<file path="config.mk">
export PLATFORM = sky130hd
export DESIGN_NAME = ace_snoop_unit
export DESIGN_NICKNAME = d
export VERILOG_FILES = /design/src/source/ace_pkg.sv /design/src/source/snoop_result_if.sv /design/src/source/ace_ar_transaction_decoder.sv /design/src/source/ace_cr_collector.sv /design/src/source/ace_snoop_sequencer.sv /design/src/source/ace_snoop_unit.sv
export SDC_FILE = /design/constraint.sdc
export NUM_CORES = 1
export LEC_CHECK = 0
export ABC_CLOCK_PERIOD_IN_PS = 3900
export BUFFER_PORTS_ARGS = -buffer_cell sky130_fd_sc_hd__buf_4
export CAP_MARGIN = 20
export CORE_ASPECT_RATIO = 0.7
export CORE_UTILIZATION = 25
export CTS_BUF_LIST = sky130_fd_sc_hd__clkbuf_8 sky130_fd_sc_hd__clkbuf_16
export CTS_CLUSTER_DIAMETER = 50
export DETAILED_ROUTE_END_ITERATION = 7
export GPL_ROUTABILITY_DRIVEN = 0
export GPL_TIMING_DRIVEN = 0
export HOLD_SLACK_MARGIN = 0.12
export PLACE_DENSITY_LB_ADDON = 0.08
export SLEW_MARGIN = 20
export SYNTH_ARGS = -nofsm -noshare
export SYNTH_HDL_FRONTEND = slang
export SYNTH_HIERARCHICAL = 1
export SYNTH_SLANG_ARGS = --single-unit
</file>
<file path="constraint.sdc">
create_clock -name clk_i -period 3.9 [get_ports clk_i]
set_input_delay 0.78 -clock clk_i [delete_from_list [all_inputs] [get_ports clk_i]]
set_output_delay 0.78 -clock clk_i [all_outputs]
set_load 0.03 [all_outputs]
</file>
<file path="src/source/ace_pkg.sv">
package ace_pkg;

    // AR and AC address width
    localparam int unsigned addr_width = 64;

    // ==========================================================
    // Snoop opcodes
    // ==========================================================

    // ARSNOOP encodings, domain and bar tell the code 0 users apart
    typedef enum logic [3:0] {
        ReadNoSnoop        = 4'b0000,
        ReadShared         = 4'b0001,
        ReadClean          = 4'b0010,
        ReadNotSharedDirty = 4'b0011,
        ReadUnique         = 4'b0111,
        CleanShared        = 4'b1000,
        CleanInvalid       = 4'b1001,
        CleanUnique        = 4'b1011,
        MakeUnique         = 4'b1100,
        MakeInvalid        = 4'b1101,
        DVMComplete        = 4'b1110,
        DVMMessage         = 4'b1111
    } arsnoop_t;

    // Aliases of code 0
    localparam arsnoop_t ReadOnce = ReadNoSnoop;
    localparam arsnoop_t Barrier  = ReadNoSnoop;

    // ACSNOOP encodings as seen by the snooping caches
    typedef enum logic [3:0] {
        SnpReadOnce           = 4'b0000,
        SnpReadShared         = 4'b0001,
        SnpReadClean          = 4'b0010,
        SnpReadNotSharedDirty = 4'b0011,
        SnpReadUnique         = 4'b0111,
        SnpCleanShared        = 4'b1000,
        SnpCleanInvalid       = 4'b1001,
        SnpMakeInvalid        = 4'b1101,
        SnpDVMComplete        = 4'b1110,
        SnpDVMMessage         = 4'b1111
    } acsnoop_t;

    // ==========================================================
    // AR field encodings
    // ==========================================================

    typedef enum logic [1:0] {
        NonShareable   = 2'b00,
        InnerShareable = 2'b01,
        OuterShareable = 2'b10,
        System         = 2'b11
    } domain_t;

    typedef enum logic [1:0] {
        NormalAccess           = 2'b00,
        MemoryBarrier          = 2'b01,
        MemoryBarrierIgnore    = 2'b10,
        SynchronizationBarrier = 2'b11
    } bar_t;

    // AR payload
    typedef struct packed {
        logic [addr_width-1:0] addr;
        arsnoop_t              snoop;
        domain_t               domain;
        bar_t                  bar;
        logic [3:0]            id;
    } ar_chan_t;

    // CRRESP, bit 0 is DataTransfer
    typedef struct packed {
        logic was_unique;
        logic is_shared;
        logic pass_dirty;
        logic error;
        logic data_transfer;
    } cr_resp_t;

    // Snoop sequencer states
    typedef enum logic [1:0] {
        idle,
        decide,
        snoop,
        respond
    } seq_state_t;

endpackage

</file>
<file path="src/source/snoop_result_if.sv">
interface snoop_result_if ();

    // Pulse as the AC broadcast begins
    logic start;

    // Pulse once every snooper has answered
    logic done;

    // Merged CR flags, valid with done
    logic data_transfer;
    logic is_shared;
    logic pass_dirty;
    logic error;

    modport seq (
        output start,
        input  done,
        input  data_transfer,
        input  is_shared,
        input  pass_dirty,
        input  error
    );

    modport col (
        input  start,
        output done,
        output data_transfer,
        output is_shared,
        output pass_dirty,
        output error
    );

endinterface

</file>
<file path="src/source/ace_ar_transaction_decoder.sv">
module ace_ar_transaction_decoder import ace_pkg::*; (
    input  ar_chan_t ar_i,
    output acsnoop_t acsnoop_o,
    output logic     illegal_trs_o,
    output logic     needs_snoop_o
);

    logic shareable;
    logic system_domain;
    logic barrier_bar;

    logic no_snoop_read;
    logic shareable_trs;
    logic cache_maint;
    logic barrier_trs;

    // ==========================================================
    // Field classification
    // ==========================================================

    assign shareable     = ar_i.domain inside {InnerShareable, OuterShareable};
    assign system_domain = ar_i.domain == System;

    // MemoryBarrierIgnore behaves as a normal access
    assign barrier_bar = ar_i.bar inside {MemoryBarrier, SynchronizationBarrier};

    // ==========================================================
    // Legal combinations
    // ==========================================================

    assign no_snoop_read = !barrier_bar && !shareable && ar_i.snoop == ReadNoSnoop;

    // Reads, unique requests and DVM need an inner or outer domain
    assign shareable_trs = !barrier_bar && shareable &&
                           ar_i.snoop inside {ReadOnce, ReadShared, ReadClean,
                                              ReadNotSharedDirty, ReadUnique,
                                              CleanUnique, MakeUnique,
                                              DVMComplete, DVMMessage};

    // Cache maintenance in any domain but System
    assign cache_maint = !barrier_bar && !system_domain &&
                         ar_i.snoop inside {CleanShared, CleanInvalid, MakeInvalid};

    assign barrier_trs = barrier_bar && ar_i.snoop == Barrier;

    assign illegal_trs_o = !(no_snoop_read || shareable_trs || cache_maint || barrier_trs);

    // Only the snooped classes go out on AC
    assign needs_snoop_o = shareable_trs || cache_maint;

    // ==========================================================
    // ARSNOOP to ACSNOOP
    // ==========================================================

    always_comb begin
        case (ar_i.snoop)
            CleanUnique: begin
                acsnoop_o = SnpCleanInvalid;
            end
            MakeUnique: begin
                acsnoop_o = SnpMakeInvalid;
            end
            default: begin
                // Remaining snooped codes are identical on AC
                acsnoop_o = acsnoop_t'(ar_i.snoop);
            end
        endcase
    end

endmodule

</file>
<file path="src/source/ace_cr_collector.sv">
module ace_cr_collector import ace_pkg::*; #(
    parameter int unsigned num_snoopers = 2
)(
    input  logic                        clk_i,
    input  logic                        rst_n_i,
    snoop_result_if.col                 res,
    // CR channel
    input  logic     [num_snoopers-1:0] cr_valid_i,
    output logic     [num_snoopers-1:0] cr_ready_o,
    input  cr_resp_t [num_snoopers-1:0] cr_resp_i
);

    logic                    collecting_q;
    logic                    done_q;
    logic [num_snoopers-1:0] resp_seen_q;
    logic [num_snoopers-1:0] cr_hs;
    logic [num_snoopers-1:0] seen_next;
    cr_resp_t                merged_q;
    cr_resp_t                merged_next;

    // Each snooper is ready until its single response is in
    assign cr_ready_o = collecting_q ? ~resp_seen_q : '0;
    assign cr_hs      = cr_valid_i & cr_ready_o;
    assign seen_next  = resp_seen_q | cr_hs;

    always_comb begin
        merged_next = merged_q;
        for (int i = 0; i < num_snoopers; i++) begin
            if (cr_hs[i]) begin
                merged_next = merged_next | cr_resp_i[i];
            end
        end
    end

    // ==========================================================
    // Collection control
    // ==========================================================

    always_ff @(posedge clk_i or negedge rst_n_i) begin
        if (!rst_n_i) begin
            collecting_q <= 1'b0;
            done_q       <= 1'b0;
            resp_seen_q  <= '0;
        end else begin
            done_q <= 1'b0;
            if (res.start) begin
                collecting_q <= 1'b1;
                resp_seen_q  <= '0;
            end else if (collecting_q) begin
                resp_seen_q <= seen_next;
                if (&seen_next) begin
                    collecting_q <= 1'b0;
                    done_q       <= 1'b1;
                end
            end
        end
    end

    // Merged flags stay put once collection ends
    always_ff @(posedge clk_i) begin
        if (res.start) begin
            merged_q <= '0;
        end else if (collecting_q) begin
            merged_q <= merged_next;
        end
    end

    assign res.done          = done_q;
    assign res.data_transfer = merged_q.data_transfer;
    assign res.is_shared     = merged_q.is_shared;
    assign res.pass_dirty    = merged_q.pass_dirty;
    assign res.error         = merged_q.error;

    for (genvar i = 0; i < num_snoopers; i++) begin : g_single_resp
        assert property (@(posedge clk_i) disable iff (!rst_n_i)
            collecting_q && resp_seen_q[i] |-> !cr_valid_i[i])
            else $error("Second CR response from snooper %0d", i);
    end

endmodule

</file>
<file path="src/source/ace_snoop_sequencer.sv">
module ace_snoop_sequencer import ace_pkg::*; #(
    parameter int unsigned num_snoopers = 2
)(
    input  logic                    clk_i,
    input  logic                    rst_n_i,
    // AR channel
    input  logic                    ar_valid_i,
    output logic                    ar_ready_o,
    input  ar_chan_t                ar_i,
    // AC channel
    output logic [num_snoopers-1:0] ac_valid_o,
    input  logic [num_snoopers-1:0] ac_ready_i,
    output logic [addr_width-1:0]   ac_addr_o,
    output acsnoop_t                ac_snoop_o,
    // Collector
    snoop_result_if.seq             res,
    // Result
    output logic                    rsp_valid_o,
    output logic                    rsp_err_o,
    output logic                    rsp_data_o,
    output logic                    rsp_shared_o,
    output logic                    rsp_dirty_o,
    output logic                    rsp_mem_fetch_o
);

    seq_state_t              state_q;
    seq_state_t              state_d;
    ar_chan_t                ar_q;
    acsnoop_t                acsnoop;
    logic                    illegal_trs;
    logic                    needs_snoop;
    logic                    is_read;
    logic                    ar_hs;
    logic [num_snoopers-1:0] ac_pending_q;

    logic rsp_err_q;
    logic rsp_data_q;
    logic rsp_shared_q;
    logic rsp_dirty_q;
    logic rsp_mem_fetch_q;

    ace_ar_transaction_decoder decoder_inst (
        .ar_i          (ar_q),
        .acsnoop_o     (acsnoop),
        .illegal_trs_o (illegal_trs),
        .needs_snoop_o (needs_snoop)
    );

    assign ar_ready_o = state_q == idle;
    assign ar_hs      = ar_valid_i && ar_ready_o;

    // Legal reads fetch from memory unless a cache supplied the line
    assign is_read = !illegal_trs &&
                     !(ar_q.bar inside {MemoryBarrier, SynchronizationBarrier}) &&
                     ar_q.snoop inside {ReadNoSnoop, ReadShared, ReadClean,
                                        ReadNotSharedDirty, ReadUnique};

    assign res.start = state_q == decide && needs_snoop;

    // ==========================================================
    // State machine
    // ==========================================================

    always_comb begin
        state_d = state_q;
        case (state_q)
            idle: begin
                if (ar_hs) begin
                    state_d = decide;
                end
            end
            decide: begin
                state_d = needs_snoop ? snoop : respond;
            end
            snoop: begin
                if (res.done) begin
                    state_d = respond;
                end
            end
            default: begin
                state_d = idle;
            end
        endcase
    end

    always_ff @(posedge clk_i or negedge rst_n_i) begin
        if (!rst_n_i) begin
            state_q      <= idle;
            ac_pending_q <= '0;
        end else begin
            state_q <= state_d;
            if (res.start) begin
                ac_pending_q <= '1;
            end else begin
                ac_pending_q <= ac_pending_q & ~ac_ready_i;
            end
        end
    end

    // AR payload, held for the whole transaction
    always_ff @(posedge clk_i) begin
        if (ar_hs) begin
            ar_q <= ar_i;
        end
    end

    // ==========================================================
    // Result capture
    // ==========================================================

    always_ff @(posedge clk_i) begin
        if (state_q == decide && !needs_snoop) begin
            rsp_err_q       <= illegal_trs;
            rsp_data_q      <= 1'b0;
            rsp_shared_q    <= 1'b0;
            rsp_dirty_q     <= 1'b0;
            rsp_mem_fetch_q <= is_read;
        end else if (state_q == snoop && res.done) begin
            rsp_err_q       <= res.error;
            rsp_data_q      <= res.data_transfer;
            rsp_shared_q    <= res.is_shared;
            rsp_dirty_q     <= res.pass_dirty;
            rsp_mem_fetch_q <= is_read && !res.data_transfer && !res.error;
        end
    end

    assign ac_valid_o = ac_pending_q;
    assign ac_addr_o  = ar_q.addr;
    assign ac_snoop_o = acsnoop;

    assign rsp_valid_o     = state_q == respond;
    assign rsp_err_o       = rsp_err_q;
    assign rsp_data_o      = rsp_data_q;
    assign rsp_shared_o    = rsp_shared_q;
    assign rsp_dirty_o     = rsp_dirty_q;
    assign rsp_mem_fetch_o = rsp_mem_fetch_q;

    // ==========================================================
    // Assertions
    // ==========================================================

    for (genvar i = 0; i < num_snoopers; i++) begin : g_ac_hold
        assert property (@(posedge clk_i) disable iff (!rst_n_i)
            ac_valid_o[i] && !ac_ready_i[i] |=>
                ac_valid_o[i] && $stable(ac_addr_o) && $stable(ac_snoop_o))
            else $error("AC %0d dropped or changed before ready", i);
    end

    // An illegal request never reaches the snoopers
    assert property (@(posedge clk_i) disable iff (!rst_n_i)
        state_q == decide && illegal_trs |=> (ac_valid_o == '0) until (state_q == idle))
        else $error("AC issued for an illegal transaction");

endmodule

</file>
<file path="src/source/ace_snoop_unit.sv">
module ace_snoop_unit import ace_pkg::*; #(
    parameter int unsigned num_snoopers = 2
)(
    input  logic                        clk_i,
    input  logic                        rst_n_i,
    // AR channel
    input  logic                        ar_valid_i,
    output logic                        ar_ready_o,
    input  ar_chan_t                    ar_i,
    // AC channel
    output logic     [num_snoopers-1:0] ac_valid_o,
    input  logic     [num_snoopers-1:0] ac_ready_i,
    output logic     [addr_width-1:0]   ac_addr_o,
    output acsnoop_t                    ac_snoop_o,
    // CR channel
    input  logic     [num_snoopers-1:0] cr_valid_i,
    output logic     [num_snoopers-1:0] cr_ready_o,
    input  cr_resp_t [num_snoopers-1:0] cr_resp_i,
    // Merged result
    output logic                        rsp_valid_o,
    output logic                        rsp_err_o,
    output logic                        rsp_data_o,
    output logic                        rsp_shared_o,
    output logic                        rsp_dirty_o,
    output logic                        rsp_mem_fetch_o
);

    snoop_result_if res_if ();

    ace_snoop_sequencer #(
        .num_snoopers (num_snoopers)
    ) sequencer_inst (
        .clk_i           (clk_i),
        .rst_n_i         (rst_n_i),
        .ar_valid_i      (ar_valid_i),
        .ar_ready_o      (ar_ready_o),
        .ar_i            (ar_i),
        .ac_valid_o      (ac_valid_o),
        .ac_ready_i      (ac_ready_i),
        .ac_addr_o       (ac_addr_o),
        .ac_snoop_o      (ac_snoop_o),
        .res             (res_if.seq),
        .rsp_valid_o     (rsp_valid_o),
        .rsp_err_o       (rsp_err_o),
        .rsp_data_o      (rsp_data_o),
        .rsp_shared_o    (rsp_shared_o),
        .rsp_dirty_o     (rsp_dirty_o),
        .rsp_mem_fetch_o (rsp_mem_fetch_o)
    );

    ace_cr_collector #(
        .num_snoopers (num_snoopers)
    ) collector_inst (
        .clk_i      (clk_i),
        .rst_n_i    (rst_n_i),
        .res        (res_if.col),
        .cr_valid_i (cr_valid_i),
        .cr_ready_o (cr_ready_o),
        .cr_resp_i  (cr_resp_i)
    );

endmodule

</file>
==> qor.yml <==
top_usage_layer: "met2"
report.final.setup_viol: 0
worstRegToRegCells: 8
syn_area_per_cell_um2: 14.9
worst_skew_pair.late_latency_ps: 330
hpwlAfterDp_um: 5590
layout_commonest_cell: "sky130_fd_sc_hd__buf_4"
path_class: "flop to output pin"
top_level_ports: 172
area.sequential_mm2: 0.00253
die-height_um: 102
multi_input_area_um2: 492
fill_cells: 1348
worst_slew_margin_rel: 0.750
clockRootBuffer: "sky130_fd_sc_hd__clkbuf_16"
rsz_0062_raised_after_global_routing: "false"
timing_hold_violations_final: 0
detail_route.first_pass.iterations: 4
chipWidth_um: 145
cp-startpoint: "sequencer_inst/ar_q[9]$_DFFE_PP_"
antenna_cells_inserted: 0
maxSlewViolCount: 0
globalRouteOverflowTotal: 0
critPathRequiredTime_ps: 3120
routed_wire_length_per_instance_um: 11.9
power_density_mw_per_mm2: 624
postSynthCellCount: 240
vias_per_cell: 3.71
run_status: "finished, final reports clean"
hold_class: "input port to asynchronous set/reset pin"
critPathLaunchType: "flop"
ctsResizeCount: 0
final_layout_size_suffix_gt1_frac: 0.596
comb_power_share: 0.326
tritoncts: "built"
cts_hold_buffers: 0
clock.fmax_mhz: 468
internal_power_mw: 2.31
vdd_drop_max_uv: 226
ys_warn_count: 6
clkTransAtPathRegs_ps: 60
clock_path_buffers: 2
final.period_utilization: 0.548
worst-endpoint-arrival_ps: 1360
vias: 2267
global_route.usage.total: 0.0985
layout.cells.most_common_list: "sky130_fd_sc_hd__buf_4 (228), sky130_fd_sc_hd__edfxtp_1 (73), sky130_fd_sc_hd__inv_1 (13)"
p_sw_mw: 1.06
critPathCaptureType: "output pin"
tritoncts.num_buffers: 9
power.leakage_nw: 2.35
final.hold.worst_slack_ps: 257
critPathMaxFanout: 6
p_clk_frac: 0.269
cts_sinks: 88
maxCapViolCount: 0
area_delta_synth_final_pct: 50.9
clock-skew-final_ps: 6.37
remaining_drc_errors: 0
worstMarginPinSlew_ps: 375
final_net_count: 515
core_region_area_mm2: 0.0139
antenna_violations_before_repair: 0
drt_first_iter_violations: 64
globalRouteMet2Util: 0.144
grt_use_met3: 0.0576
finalCriticalPeriod_ps: 2140
placementRows: 36
cell_area_after_synthesis_mm2: 0.00358
starting_density_of_the_core: 0.257
fin_util: 0.388
worstReg2RegStart: "sequencer_inst/ar_q[9]$_DFFE_PP_"
netSwitchingFraction: 0.314
r2r_slack_ps: 1900
drtAntennaViolNets: 0
largest_net_degree_at_the_start_of_global_routing: 50
grt_pass1_wl_um: 11000
worstReg2RegEnd: "collector_inst/resp_seen_q[0]$_DFFE_PN0P_"
post_cts_buffers: 0
routed_wirelength_um: 7270
design.die.area_mm2: 0.0148
port_buffers: 164
postSynthNetCount: 339
first_global_vias: 2175
htree_levels: 3
share_seq_of_total_power: 0.405
gr-usage-met1: 0.121
## final cells by class
| class | instances | share of cell area |
|---|---|---|
| buffer | 68 | 0.0932 |
| clock buffer | 9 | 0.0417 |
| clock inverter | 7 | 0.0178 |
| timing repair buffer | 165 | 0.233 |
| inverter | 14 | 0.00974 |
| sequential | 88 | 0.469 |
| tap | 190 | 0.0440 |
| multi-input combinational | 70 | 0.0911 |
## power by group through the flow
stage / Combinational [mW] / Sequential, mW / Clock, mW
floorplan: 0.685 / 1.41 / 0
global placement: 1.09 / 1.40 / 0
detailed placement: 1.11 / 1.39 / 0
CTS: 1.12 / 1.37 / 0.945
global route: 1.18 / 1.39 / 0.985
finish: 1.10 / 1.36 / 0.906
## critical path, cell delays in order, from the launching register on
cell and delay (ps):
sky130_fd_sc_hd__edfxtp_1 470, sky130_fd_sc_hd__nand2b_1 220, sky130_fd_sc_hd__o21bai_1 150, sky130_fd_sc_hd__buf_4 190
## stage by stage
step	instance area (um^2)	power [mW]	setup slack [ps]	TNS (ps)	cells
final	5400	3.37	1760	0	611
after floorplan	3580	2.09	888	0	240
after CTS	5400	3.43	1740	0	611
after detailed placement	5080	2.50	1910	0	595
after global routing	5400	3.55	1680	0	611
after global placement	5050	2.49	-23.3	-1260	594
## registers in the layout (all words and copies together) (netlist names)
register                          cells
collector_inst/res.pass_dirty         1
sequencer_inst/rsp_mem_fetch_o        1
sequencer_inst/rsp_shared_o           1
sequencer_inst/rsp_data_o             1
collector_inst/res.is_shared          1
sequencer_inst/ac_valid_o             2
sequencer_inst/ac_addr_o             64
collector_inst/res.done               1
sequencer_inst/state_q                2
collector_inst/collecting_q           1
sequencer_inst/rsp_dirty_o            1
collector_inst/res.error              1
collector_inst/resp_seen_q            2
sequencer_inst/ar_q                   7
sequencer_inst/rsp_err_o              1
collector_inst/res.data_transfer      1
## how the worst max path moves through the flow
stage	to	cells past startpoint
2_1_floorplan	sequencer_inst/ac_addr_o[0]$_DFFE_PP_	3
3_3_place_gp	sequencer_inst/ac_addr_o[17]$_DFFE_PP_	2
3_5_place_dp	collector_inst/resp_seen_q[0]$_DFFE_PN0P_	8
4_1_cts	ac_snoop_o[0]	3
5_1_grt	ac_snoop_o[0]	3
6_report	ac_snoop_o[0]	3
## per-layer routing
layer | vias up | routed length, um
met5 | - | 0
met4 | 0 | 60
met3 | 7 | 775
met2 | 96 | 3220
met1 | 1026 | 3210
li1 | 1138 | -
Power figures use the tool's default switching activity.
